$ cat src/design/ra_flit_pkg.sv
/*
 * Flit format for the remote-access packetizer
 * Field widths, the packed flit and the flit type encoding
 */
package ra_flit_pkg;

	// Payload and header field widths
	localparam int DATA_WIDTH = 32;
	localparam int VC_BITS = 1;
	localparam int ID_BITS = 4;
	localparam int EXTRA_BITS = 2;
	localparam int TYPE_BITS = 2;
	localparam int FLIT_WIDTH = (2 * ID_BITS) + EXTRA_BITS + TYPE_BITS + VC_BITS + DATA_WIDTH;

	// One channel per VC field value
	localparam int VC_COUNT = 1 << VC_BITS;

	// HEAD and TAIL frame a two-flit message, ALL is a message by itself
	typedef enum logic [TYPE_BITS-1:0] {
		BODY = 2'd0,
		TAIL = 2'd1,
		HEAD = 2'd2,
		ALL  = 2'd3
	} flit_type_e;

	// Most significant field first
	typedef struct packed {
		logic [ID_BITS-1:0]    dest_id;
		logic [ID_BITS-1:0]    src_id;
		logic [EXTRA_BITS-1:0] sub_flow;
		flit_type_e            flit_type;
		logic [VC_BITS-1:0]    vc;
		logic [DATA_WIDTH-1:0] data;
	} flit_t;

	// One bit per virtual channel
	typedef logic [VC_COUNT-1:0] vc_mask_t;

endpackage

$ cat src/design/ra_ctrl_pkg.sv
/*
 * State encodings for the cache reader, send arbiter and core delivery FSMs
 */
package ra_ctrl_pkg;

	// Cache read scan
	typedef enum logic [2:0] {
		RD_IDLE,
		RD_CHECK_VC,
		RD_CHECK_AGAIN,
		RD_READ_DELAY,
		RD_READ,
		RD_WAIT_RESP
	} reader_state_e;

	// Outbound arbitration
	typedef enum logic [1:0] {
		SND_IDLE,
		SND_SEARCH,
		SND_READY,
		SND_READY2
	} send_state_e;

	// Processor delivery, second state only for a pending tail
	typedef enum logic {
		DLV_IDLE,
		DLV_TAIL
	} deliver_state_e;

endpackage

$ cat src/design/ra_stage_if.sv
/*
 * Staged message bundle between a message stage and its consumer
 * Slot 0 holds HEAD or ALL, slot 1 holds TAIL
 */
`timescale 1ns/1ps

interface ra_stage_if;

	ra_flit_pkg::flit_t flit0;
	logic               v0;
	ra_flit_pkg::flit_t flit1;
	logic               v1;
	// Whole message present
	logic               ready;
	// One-cycle pulse from the consumer, empties both slots
	logic               release_pulse;

	modport producer (
		output flit0, v0, flit1, v1, ready,
		input  release_pulse
	);

	modport consumer (
		input  flit0, v0, flit1, v1, ready,
		output release_pulse
	);

endinterface

$ cat src/design/ra_vc_buffer.sv
/*
 * Per-VC FIFOs holding cache-bound flits from the router
 * Registered read of the oldest flit of one channel, writes to a full channel are lost
 */
`timescale 1ns/1ps

module ra_vc_buffer #(
	parameter int VC_DEPTH_BITS = 4
) (
	input  logic                                clock,
	input  logic                                reset,
	input  logic                                write_en,
	input  ra_flit_pkg::flit_t                  write_flit,
	input  logic [ra_flit_pkg::VC_BITS-1:0]     write_vc,
	input  logic                                read_en,
	input  logic [ra_flit_pkg::VC_BITS-1:0]     read_vc,
	output ra_flit_pkg::flit_t                  read_flit,
	output logic                                read_valid,
	output ra_flit_pkg::vc_mask_t               empty,
	output ra_flit_pkg::vc_mask_t               full
);

	localparam int DEPTH = 1 << VC_DEPTH_BITS;
	localparam int VCS = ra_flit_pkg::VC_COUNT;

	// Oldest entry of each channel
	logic [ra_flit_pkg::FLIT_WIDTH-1:0] head_word [VCS];
	logic do_write;
	logic do_read;

	assign do_write = write_en & ~full[write_vc];
	assign do_read = read_en & ~empty[read_vc];

	for (genvar v = 0; v < VCS; v++) begin : g_chan
		logic [ra_flit_pkg::FLIT_WIDTH-1:0] mem [DEPTH];
		logic [VC_DEPTH_BITS-1:0] wr_ptr;
		logic [VC_DEPTH_BITS-1:0] rd_ptr;
		// One extra bit so a full channel is distinct from an empty one
		logic [VC_DEPTH_BITS:0] count;
		logic wr_hit;
		logic rd_hit;

		assign wr_hit = do_write && (write_vc == (ra_flit_pkg::VC_BITS)'(v));
		assign rd_hit = do_read && (read_vc == (ra_flit_pkg::VC_BITS)'(v));
		assign empty[v] = (count == '0);
		assign full[v] = (count == (VC_DEPTH_BITS + 1)'(DEPTH));
		assign head_word[v] = mem[rd_ptr];

		always_ff @(posedge clock) begin
			if (reset) begin
				wr_ptr <= '0;
				rd_ptr <= '0;
				count <= '0;
			end else begin
				if (wr_hit)
					wr_ptr <= wr_ptr + 1'b1;
				if (rd_hit)
					rd_ptr <= rd_ptr + 1'b1;
				// Simultaneous write and read leaves the count alone
				case ({wr_hit, rd_hit})
					2'b10:   count <= count + 1'b1;
					2'b01:   count <= count - 1'b1;
					default: count <= count;
				endcase
			end
		end

		always_ff @(posedge clock) begin
			if (wr_hit)
				mem[wr_ptr] <= write_flit;
		end
	end

	// Flit appears the cycle after read_en
	always_ff @(posedge clock) begin
		if (reset)
			read_valid <= 1'b0;
		else
			read_valid <= do_read;
	end

	always_ff @(posedge clock) begin
		if (do_read)
			read_flit <= ra_flit_pkg::flit_t'(head_word[read_vc]);
	end

endmodule

$ cat src/design/ra_msg_stage.sv
/*
 * Two-slot message holding register
 * Sorts flits into slots by type and flags a complete message
 */
`timescale 1ns/1ps

module ra_msg_stage (
	input  logic               clock,
	input  logic               reset,
	input  ra_flit_pkg::flit_t flit_in,
	input  logic               flit_valid,
	ra_stage_if.producer       stage
);

	logic load0;
	logic load1;
	logic load_last;

	// HEAD or ALL go to slot 0, TAIL to slot 1, BODY is ignored
	assign load0 = flit_valid &&
		((flit_in.flit_type == ra_flit_pkg::HEAD) || (flit_in.flit_type == ra_flit_pkg::ALL));
	assign load1 = flit_valid && (flit_in.flit_type == ra_flit_pkg::TAIL);
	assign load_last = flit_valid &&
		((flit_in.flit_type == ra_flit_pkg::ALL) || (flit_in.flit_type == ra_flit_pkg::TAIL));

	// A load wins over a release in the same cycle
	always_ff @(posedge clock) begin
		if (reset) begin
			stage.v0 <= 1'b0;
			stage.v1 <= 1'b0;
			stage.ready <= 1'b0;
		end else begin
			stage.v0 <= load0 ? 1'b1 : (stage.release_pulse ? 1'b0 : stage.v0);
			stage.v1 <= load1 ? 1'b1 : (stage.release_pulse ? 1'b0 : stage.v1);
			stage.ready <= load_last ? 1'b1 : (stage.release_pulse ? 1'b0 : stage.ready);
		end
	end

	always_ff @(posedge clock) begin
		if (load0)
			stage.flit0 <= flit_in;
		if (load1)
			stage.flit1 <= flit_in;
	end

endmodule

$ cat src/design/ra_cache_reader.sv
/*
 * Cache read scan over the VC buffers
 * Hands each flit to the cache, then waits for the cache reply to go out
 */
`timescale 1ns/1ps

module ra_cache_reader (
	input  logic                            clock,
	input  logic                            reset,
	input  ra_flit_pkg::vc_mask_t           empty,
	output logic                            read_en,
	output logic [ra_flit_pkg::VC_BITS-1:0] read_vc,
	input  ra_flit_pkg::flit_t              read_flit,
	input  logic                            read_valid,
	input  logic                            cache_sent,
	output ra_flit_pkg::flit_t              c_flit_received,
	output logic                            cv_rec_flit,
	output logic                            c_ready
);

	ra_ctrl_pkg::reader_state_e state;
	// Channel under scan
	logic [ra_flit_pkg::VC_BITS-1:0] cur_vc;

	always_ff @(posedge clock) begin
		if (reset) begin
			state <= ra_ctrl_pkg::RD_IDLE;
			cur_vc <= '0;
			read_en <= 1'b0;
			read_vc <= '0;
			cv_rec_flit <= 1'b0;
			c_ready <= 1'b0;
		end else begin
			case (state)
				ra_ctrl_pkg::RD_IDLE: begin
					// Rotate to the next channel, wraps on its own
					cur_vc <= cur_vc + 1'b1;
					c_ready <= 1'b0;
					state <= ra_ctrl_pkg::RD_CHECK_VC;
				end
				ra_ctrl_pkg::RD_CHECK_VC: begin
					if (!empty[cur_vc]) begin
						read_en <= 1'b1;
						read_vc <= cur_vc;
						state <= ra_ctrl_pkg::RD_READ_DELAY;
					end else begin
						state <= ra_ctrl_pkg::RD_IDLE;
					end
				end
				ra_ctrl_pkg::RD_CHECK_AGAIN: begin
					// Rest of a HEAD message is expected on the same channel
					cv_rec_flit <= 1'b0;
					if (!empty[cur_vc]) begin
						read_en <= 1'b1;
						read_vc <= cur_vc;
						state <= ra_ctrl_pkg::RD_READ_DELAY;
					end
				end
				ra_ctrl_pkg::RD_READ_DELAY: begin
					read_en <= 1'b0;
					state <= ra_ctrl_pkg::RD_READ;
				end
				ra_ctrl_pkg::RD_READ: begin
					if (read_valid) begin
						cv_rec_flit <= 1'b1;
						c_ready <= 1'b1;
						if (read_flit.flit_type == ra_flit_pkg::HEAD)
							state <= ra_ctrl_pkg::RD_CHECK_AGAIN;
						else
							state <= ra_ctrl_pkg::RD_WAIT_RESP;
					end
				end
				ra_ctrl_pkg::RD_WAIT_RESP: begin
					cv_rec_flit <= 1'b0;
					// Cache reply has left the arbiter
					if (cache_sent)
						state <= ra_ctrl_pkg::RD_IDLE;
				end
				default: state <= ra_ctrl_pkg::RD_IDLE;
			endcase
		end
	end

	always_ff @(posedge clock) begin
		if ((state == ra_ctrl_pkg::RD_READ) && read_valid)
			c_flit_received <= read_flit;
	end

endmodule

$ cat src/design/ra_core_deliver.sv
/*
 * Processor delivery of an assembled inbound message
 * Head or single flit first, a tail on the following cycle
 */
`timescale 1ns/1ps

module ra_core_deliver (
	input  logic               clock,
	input  logic               reset,
	ra_stage_if.consumer       inbound,
	output ra_flit_pkg::flit_t p_flit_received,
	output logic               pv_rec_flit,
	output logic               p_ready
);

	ra_ctrl_pkg::deliver_state_e state;
	// Tail copy so the stage can refill right away
	ra_flit_pkg::flit_t tail_hold;

	assign inbound.release_pulse = (state == ra_ctrl_pkg::DLV_IDLE) && inbound.ready;

	always_ff @(posedge clock) begin
		if (reset) begin
			state <= ra_ctrl_pkg::DLV_IDLE;
			pv_rec_flit <= 1'b0;
			p_ready <= 1'b1;
		end else begin
			case (state)
				ra_ctrl_pkg::DLV_IDLE: begin
					pv_rec_flit <= inbound.ready && inbound.v0;
					// Low while the tail is still owed
					p_ready <= !(inbound.ready && inbound.v1);
					if (inbound.ready && inbound.v1)
						state <= ra_ctrl_pkg::DLV_TAIL;
				end
				ra_ctrl_pkg::DLV_TAIL: begin
					pv_rec_flit <= 1'b1;
					p_ready <= 1'b1;
					state <= ra_ctrl_pkg::DLV_IDLE;
				end
				default: state <= ra_ctrl_pkg::DLV_IDLE;
			endcase
		end
	end

	always_ff @(posedge clock) begin
		if ((state == ra_ctrl_pkg::DLV_IDLE) && inbound.ready) begin
			p_flit_received <= inbound.flit0;
			tail_hold <= inbound.flit1;
		end else if (state == ra_ctrl_pkg::DLV_TAIL) begin
			p_flit_received <= tail_hold;
		end
	end

endmodule

$ cat src/design/ra_send_arbiter.sv
/*
 * Outbound arbiter toward the router port
 * Finds a free VC, sends the cache message first, rewrites the VC field
 */
`timescale 1ns/1ps

module ra_send_arbiter (
	input  logic                  clock,
	input  logic                  reset,
	ra_stage_if.consumer          cache_out,
	ra_stage_if.consumer          proc_out,
	input  ra_flit_pkg::vc_mask_t to_core_empty,
	output ra_flit_pkg::flit_t    from_core_flit,
	output logic                  v_from_core,
	output logic                  cache_sent
);

	ra_ctrl_pkg::send_state_e state;
	logic [ra_flit_pkg::VC_BITS-1:0] free_vc;
	logic [ra_flit_pkg::VC_BITS-1:0] high_vc;
	// Source of the pending second flit, 1 for the processor
	logic send_proc;
	logic cache_go;
	logic proc_go;

	function automatic ra_flit_pkg::flit_t set_vc(
		input ra_flit_pkg::flit_t f,
		input logic [ra_flit_pkg::VC_BITS-1:0] vc
	);
		ra_flit_pkg::flit_t r;
		r = f;
		r.vc = vc;
		return r;
	endfunction

	// Highest channel with room at the router
	always_comb begin
		high_vc = '0;
		for (int v = 0; v < ra_flit_pkg::VC_COUNT; v++) begin
			if (to_core_empty[v])
				high_vc = (ra_flit_pkg::VC_BITS)'(v);
		end
	end

	// Cache has priority over the processor
	assign cache_go = (state == ra_ctrl_pkg::SND_READY) && cache_out.ready;
	assign proc_go = (state == ra_ctrl_pkg::SND_READY) && !cache_out.ready && proc_out.ready;

	// Release with the last flit of the message
	assign cache_out.release_pulse = (cache_go && !cache_out.v1) ||
		((state == ra_ctrl_pkg::SND_READY2) && !send_proc);
	assign proc_out.release_pulse = (proc_go && !proc_out.v1) ||
		((state == ra_ctrl_pkg::SND_READY2) && send_proc);
	assign cache_sent = cache_out.release_pulse;

	always_ff @(posedge clock) begin
		if (reset) begin
			state <= ra_ctrl_pkg::SND_IDLE;
			free_vc <= '0;
			send_proc <= 1'b0;
			v_from_core <= 1'b0;
		end else begin
			v_from_core <= 1'b0;
			case (state)
				ra_ctrl_pkg::SND_IDLE: state <= ra_ctrl_pkg::SND_SEARCH;
				ra_ctrl_pkg::SND_SEARCH: begin
					// Held here while the router has no free VC
					if (|to_core_empty) begin
						free_vc <= high_vc;
						state <= ra_ctrl_pkg::SND_READY;
					end
				end
				ra_ctrl_pkg::SND_READY: begin
					if (cache_go || proc_go) begin
						v_from_core <= 1'b1;
						send_proc <= proc_go;
						if ((cache_go && cache_out.v1) || (proc_go && proc_out.v1))
							state <= ra_ctrl_pkg::SND_READY2;
						else
							state <= ra_ctrl_pkg::SND_IDLE;
					end
				end
				ra_ctrl_pkg::SND_READY2: begin
					v_from_core <= 1'b1;
					state <= ra_ctrl_pkg::SND_IDLE;
				end
				default: state <= ra_ctrl_pkg::SND_IDLE;
			endcase
		end
	end

	always_ff @(posedge clock) begin
		if (cache_go)
			from_core_flit <= set_vc(cache_out.flit0, free_vc);
		else if (proc_go)
			from_core_flit <= set_vc(proc_out.flit0, free_vc);
		else if (state == ra_ctrl_pkg::SND_READY2)
			from_core_flit <= set_vc(send_proc ? proc_out.flit1 : cache_out.flit1, free_vc);
	end

endmodule

$ cat src/design/ra_packetizer.sv
/*
 * Remote-access packetizer between one cache, one processor and a router port
 * Sorts inbound flits by sub-flow and ties the staging, buffering and send logic
 */
`timescale 1ns/1ps

module ra_packetizer #(
	parameter int VC_DEPTH_BITS = 4
) (
	input  logic                  clock,
	input  logic                  reset,
	input  ra_flit_pkg::flit_t    c_flit_to_send,
	input  logic                  cv_send_flit,
	output ra_flit_pkg::flit_t    c_flit_received,
	output logic                  cv_rec_flit,
	output logic                  c_ready,
	input  ra_flit_pkg::flit_t    p_flit_to_send,
	input  logic                  pv_send_flit,
	output ra_flit_pkg::flit_t    p_flit_received,
	output logic                  pv_rec_flit,
	output logic                  p_ready,
	output ra_flit_pkg::flit_t    from_core_flit,
	output logic                  v_from_core,
	output ra_flit_pkg::vc_mask_t from_core_empty,
	output ra_flit_pkg::vc_mask_t from_core_full,
	input  ra_flit_pkg::flit_t    to_core_flit,
	input  logic                  v_to_core,
	input  ra_flit_pkg::vc_mask_t to_core_empty
);

	ra_stage_if cache_out_if ();
	ra_stage_if proc_out_if ();
	ra_stage_if core_in_if ();

	logic cache_traffic;
	logic core_traffic;
	logic buf_write_en;
	ra_flit_pkg::flit_t buf_write_flit;
	logic [ra_flit_pkg::VC_BITS-1:0] buf_write_vc;
	logic buf_read_en;
	logic [ra_flit_pkg::VC_BITS-1:0] buf_read_vc;
	ra_flit_pkg::flit_t buf_read_flit;
	logic buf_read_valid;
	logic cache_sent;

	// Sub-flow 0 or 1 is cache traffic, 2 or 3 is core traffic
	assign cache_traffic = v_to_core && !to_core_flit.sub_flow[1];
	assign core_traffic = v_to_core && to_core_flit.sub_flow[1];

	// Buffer write lands one cycle after arrival
	always_ff @(posedge clock) begin
		if (reset)
			buf_write_en <= 1'b0;
		else
			buf_write_en <= cache_traffic;
	end

	always_ff @(posedge clock) begin
		buf_write_flit <= to_core_flit;
		buf_write_vc <= to_core_flit.vc;
	end

	ra_vc_buffer #(
		.VC_DEPTH_BITS(VC_DEPTH_BITS)
	) u_vc_buffer (
		.clock      (clock),
		.reset      (reset),
		.write_en   (buf_write_en),
		.write_flit (buf_write_flit),
		.write_vc   (buf_write_vc),
		.read_en    (buf_read_en),
		.read_vc    (buf_read_vc),
		.read_flit  (buf_read_flit),
		.read_valid (buf_read_valid),
		.empty      (from_core_empty),
		.full       (from_core_full)
	);

	// Outbound stages fed straight from the cache and processor
	ra_msg_stage u_cache_stage (
		.clock      (clock),
		.reset      (reset),
		.flit_in    (c_flit_to_send),
		.flit_valid (cv_send_flit),
		.stage      (cache_out_if.producer)
	);

	ra_msg_stage u_proc_stage (
		.clock      (clock),
		.reset      (reset),
		.flit_in    (p_flit_to_send),
		.flit_valid (pv_send_flit),
		.stage      (proc_out_if.producer)
	);

	ra_msg_stage u_core_in_stage (
		.clock      (clock),
		.reset      (reset),
		.flit_in    (to_core_flit),
		.flit_valid (core_traffic),
		.stage      (core_in_if.producer)
	);

	ra_cache_reader u_cache_reader (
		.clock           (clock),
		.reset           (reset),
		.empty           (from_core_empty),
		.read_en         (buf_read_en),
		.read_vc         (buf_read_vc),
		.read_flit       (buf_read_flit),
		.read_valid      (buf_read_valid),
		.cache_sent      (cache_sent),
		.c_flit_received (c_flit_received),
		.cv_rec_flit     (cv_rec_flit),
		.c_ready         (c_ready)
	);

	ra_core_deliver u_core_deliver (
		.clock           (clock),
		.reset           (reset),
		.inbound         (core_in_if.consumer),
		.p_flit_received (p_flit_received),
		.pv_rec_flit     (pv_rec_flit),
		.p_ready         (p_ready)
	);

	ra_send_arbiter u_send_arbiter (
		.clock          (clock),
		.reset          (reset),
		.cache_out      (cache_out_if.consumer),
		.proc_out       (proc_out_if.consumer),
		.to_core_empty  (to_core_empty),
		.from_core_flit (from_core_flit),
		.v_from_core    (v_from_core),
		.cache_sent     (cache_sent)
	);

endmodule

$ cat config.mk
export PLATFORM = sky130hd
export DESIGN_NAME = ra_packetizer
export DESIGN_NICKNAME = d
export VERILOG_FILES = /design/src/design/ra_flit_pkg.sv /design/src/design/ra_ctrl_pkg.sv /design/src/design/ra_stage_if.sv /design/src/design/ra_vc_buffer.sv /design/src/design/ra_msg_stage.sv /design/src/design/ra_cache_reader.sv /design/src/design/ra_core_deliver.sv /design/src/design/ra_send_arbiter.sv /design/src/design/ra_packetizer.sv
export SDC_FILE = /design/constraint.sdc
export NUM_CORES = 2
export LEC_CHECK = 0
export ABC_CLOCK_PERIOD_IN_PS = 5800
export BUFFER_PORTS_ARGS = -buffer_cell sky130_fd_sc_hd__buf_2
export CAP_MARGIN = 20
export CORE_MARGIN = 2
export CORE_UTILIZATION = 40
export DETAILED_ROUTE_END_ITERATION = 6
export HOLD_SLACK_MARGIN = 0.1
export PLACE_DENSITY_LB_ADDON = 0.12
export SETUP_SLACK_MARGIN = 0.1
export SLEW_MARGIN = 5
export SYNTH_ARGS = -nofsm -noshare
export SYNTH_HDL_FRONTEND = slang
export SYNTH_HIERARCHICAL = 1
export SYNTH_SLANG_ARGS = --single-unit
export TNS_END_PERCENT = 20
$ cat constraint.sdc
create_clock -name clock -period 5.8 [get_ports clock]
set_input_delay 0.58 -clock clock [delete_from_list [all_inputs] [get_ports clock]]
set_output_delay 0.58 -clock clock [all_outputs]
set_load 0.03 [all_outputs]
==> impl_summary.md <==
Global routing
The via count of the first global-routing pass is 36726. The global-route congestion overflow total is 0. Entering global routing, the biggest net connects 107 pins.

The number of antenna violations at the first check in global routing is 7. The global-route usage over all layers is 19.0%. The first-pass GRT wire length is 261000 um.

Drt
The total via count in the routed design is 34663. For this run, design rule violations remaining after detail routing come to 0. The post-detailed-route via-to-cell ratio is 5.30.

After the first detailed-routing iteration, the DRC count stood at 2761. After detailed routing, the average wire length per cell comes to 27.7 um. The count of nets left with antenna violations once routing finished came out at 0. For this run, the detailed router's first-pass iteration total came to 5. The final wirelength is 181000 um.

Worst setup path
The critical path data required time is 6.27 ns. Setup slack on the worst reg-to-reg path comes out at 2.09 ns. The cell depth of the worst flop-to-flop path is 7. The startpoint identified for the worst register-to-register timing path is buf_write_vc. In this run the worst path has a maximum fanout of 34. The critical path start-end classification is reg -> reg. The data arrival time of the critical path is 4.19 ns.

The worst setup path is launched from a flip-flop. STA classifies the critical path endpoint as a flip-flop. The worst register-to-register path ends at u_vc_buffer/g_chan[0].mem[9][9].

Power and ir drop
In this run the power spent charging and discharging nets is 6.48 mW. The sequential group share of total power is 53.6%. Net switching is 21.0% of the power. Across the VDD grid, the largest voltage drop is 0.269 mV. Power spread over the standard cell area amounts to 348 mW/mm2.

In this run the static leakage power is 28.1 nW. The power share of the combinational group is 3.4%. Summing internal, switching and leakage power gives 30.8 mW. The power share of the clock group is 43.0%. The cell-internal power is 24.3 mW.

STA
The final critical path takes up 64.0% of the cycle. The slew at the pin closest to its max-slew limit is 1.12 ns. Setup total negative slack on the finished layout was measured at 0 ns. Setup repair after global routing left no endpoint under its margin. The number of endpoints with negative hold slack in the final report was 0.

The worst relative slew slack is 25.2%. The worst clock skew on the final layout is 0.0506 ns. The number of slew-limit violations in the final report was 0. Derived from the worst setup path, the maximum achievable clock frequency is 0.269 GHz.

Counting I/O delays and the setup requirement, the final critical path takes 3.71 ns. Setup violations remaining at the end of the flow were counted as 0.

Clock tree
The root buffer cell chosen for the clock tree is sky130_fd_sc_hd__clkbuf_16. TritonCTS built the clock tree. The number of buffers added to fix hold violations after cts is 139. The number of clock sinks seen by CTS is 2035.

Buffers added to address setup during post-CTS repair amount to 0. The clock latency of the later-clocked register in the worst-skew pair is 0.85 ns. The largest buffer count on any clock path is 3. The number of clock buffers added by TritonCTS is 212. The clock transition at the register clock pins on the worst setup and hold paths after CTS is 0.06 ns. The post-cts sizing count is 0. The count of H-tree levels built during CTS is 4.

Synthesis
The cell count after synthesis came out at 3282. The total of warnings raised by yosys is 6. The mean post-synth cell area is 22.9 um2. The net count after synthesis is 3439.

In this run the cell area of the synthesized design comes to 0.0753 mm2.

Place
The number of instances in the placed design is 5982. The final RePlAce weighted congestion is 0.729. The half-perimeter wire length after placement is 99100 um.

The number of buffer cells added on primary ports is 283.

Cells and area
Cells with a size suffix above 1 make up 30.3% of the layout. The non-filler instance count after layout is 6537. The area added between synthesis and finish is 17.7%.

The post-layout net count is 4013. After filler insertion, the fill cell instance count of the layout stands at 15494. The fraction of the core area covered by cells at the end of the flow is 47.3%.

Worst hold path
The hold path depth is 2. The startpoint identified for the worst hold timing path is reset. The class of the worst hold path is in -> reg. The worst min-delay path endpoint is u_core_deliver/pv_rec_flit.

Die
The starting utilization of the core area is 40.2%. Measured along the y axis, the die boundary spans 438 um. The x dimension of the die is 438 um.

The I/O pin count is 286. The area enclosed by the die boundary is 0.192 mm2. The core area is 0.187 mm2. The row count is 159.

Status
The run finished with clean final reports.

Job
The tool flagged a number of max-cap violations equal to 0.
## flip-flops by register name, summed over array words and instances (netlist names), 45 cells and up, named ones only
register / cells
u_vc_buffer/g_chan.mem: 1440
u_cache_reader/c_flit_received: 45
u_core_deliver/p_flit_received: 45
u_core_deliver/tail_hold: 45
u_core_in_stage/stage.flit0: 45
u_core_in_stage/stage.flit1: 45
u_send_arbiter/from_core_flit: 45
u_vc_buffer/read_flit: 45
## power by group through the flow
stage / registers (mW) / clock network (mW) / logic [mW]
finish: 16.5 / 13.2 / 1.05
global placement: 16.9 / 0 / 0.916
detailed placement: 16.9 / 0 / 0.926
CTS: 16.6 / 13.6 / 1.01
global route: 16.5 / 14.2 / 1.14
floorplan: 16.8 / 0 / 0.588
## worst max path at each step
stage | start | to | slack [ns] | cells past startpoint
after global placement | buf_write_vc | u_vc_buffer/g_chan[0].mem[9][34] | 2.12 | 7
after floorplan | buf_write_vc | u_vc_buffer/g_chan[1].mem[3][0] | 0.68 | 4
after CTS | buf_write_vc | u_vc_buffer/g_chan[0].mem[9][9] | 2.01 | 7
after global routing | buf_write_vc | u_vc_buffer/g_chan[0].mem[9][9] | 1.73 | 7
after detailed placement | buf_write_vc | u_vc_buffer/g_chan[0].mem[9][34] | 2.08 | 7
final | buf_write_vc | u_vc_buffer/g_chan[0].mem[9][9] | 2.09 | 7
## stage by stage
stage	cell area [um2]	hold slack, ns	worst slack, ns
floorplan	75300	0.386	0.684
global route	88600	0.262	1.73
CTS	88300	0.191	2.01
finish	88600	0.273	2.09
global placement	80000	0.400	2.12
detailed placement	80100	0.405	2.08
## routing by layer
| layer | vias up | track usage [%] | routed length [um] |
|---|---|---|---|
| li1 | 14961 | - | - |
| met1 | 18668 | 25.5 | 78100 |
| met2 | 784 | 31.9 | 91200 |
| met3 | 250 | 3.07 | 7480 |
| met4 | 0 | 5.57 | 4610 |
| met5 | - | 0 | 0 |
## critical path, stage by stage, from the launching register on
cell and delay, ns:
sky130_fd_sc_hd__dfxtp_1 0.30, sky130_fd_sc_hd__buf_4 0.24, sky130_fd_sc_hd__nand2b_1 0.29, sky130_fd_sc_hd__a21oi_1 0.65
sky130_fd_sc_hd__inv_1 0.19, sky130_fd_sc_hd__nor3b_1 0.46, sky130_fd_sc_hd__and2_4 0.69, sky130_fd_sc_hd__buf_4 0.45
## layout by cell type, fill, tap and decap left out, types with 7 or more instances in the layout
cell and instances:
sky130_fd_sc_hd__a21o_1 46, sky130_fd_sc_hd__a21oi_1 23, sky130_fd_sc_hd__a221o_1 31, sky130_fd_sc_hd__a22oi_1 27, sky130_fd_sc_hd__and2_4 12, sky130_fd_sc_hd__buf_12 11
sky130_fd_sc_hd__buf_2 283, sky130_fd_sc_hd__buf_4 75, sky130_fd_sc_hd__buf_8 7, sky130_fd_sc_hd__bufinv_16 13, sky130_fd_sc_hd__clkbuf_1 65, sky130_fd_sc_hd__clkbuf_16 219
sky130_fd_sc_hd__clkbuf_8 14, sky130_fd_sc_hd__clkinv_1 26, sky130_fd_sc_hd__clkinv_2 40, sky130_fd_sc_hd__dfxtp_1 95, sky130_fd_sc_hd__dfxtp_4 8, sky130_fd_sc_hd__dlygate4sd3_1 139
sky130_fd_sc_hd__edfxtp_1 1931, sky130_fd_sc_hd__ha_1 15, sky130_fd_sc_hd__inv_1 12, sky130_fd_sc_hd__mux2_2 30, sky130_fd_sc_hd__mux2_4 28, sky130_fd_sc_hd__mux2i_1 126
sky130_fd_sc_hd__mux4_2 405, sky130_fd_sc_hd__nand2_1 36, sky130_fd_sc_hd__nand2b_1 12, sky130_fd_sc_hd__nor2_1 43, sky130_fd_sc_hd__nor2_4 15, sky130_fd_sc_hd__nor2b_1 8
sky130_fd_sc_hd__nor3_1 38, sky130_fd_sc_hd__o21ai_0 7, sky130_fd_sc_hd__o22ai_1 46, sky130_fd_sc_hd__xor2_1 16
## final cells by class
type                       count  area (um2)  area share (%)
multi-input combinational   1064       14500            16.4
clock inverter               102        1050            1.19
inverter                      17        63.8          0.0720
clock buffer                 292        5770            6.51
tap                         2495        3120            3.52
sequential                  2035       60100            67.8
timing repair buffer         526        3980            4.49
antenna                        6        15.0          0.0169
(Power assumes the default switching activity.)
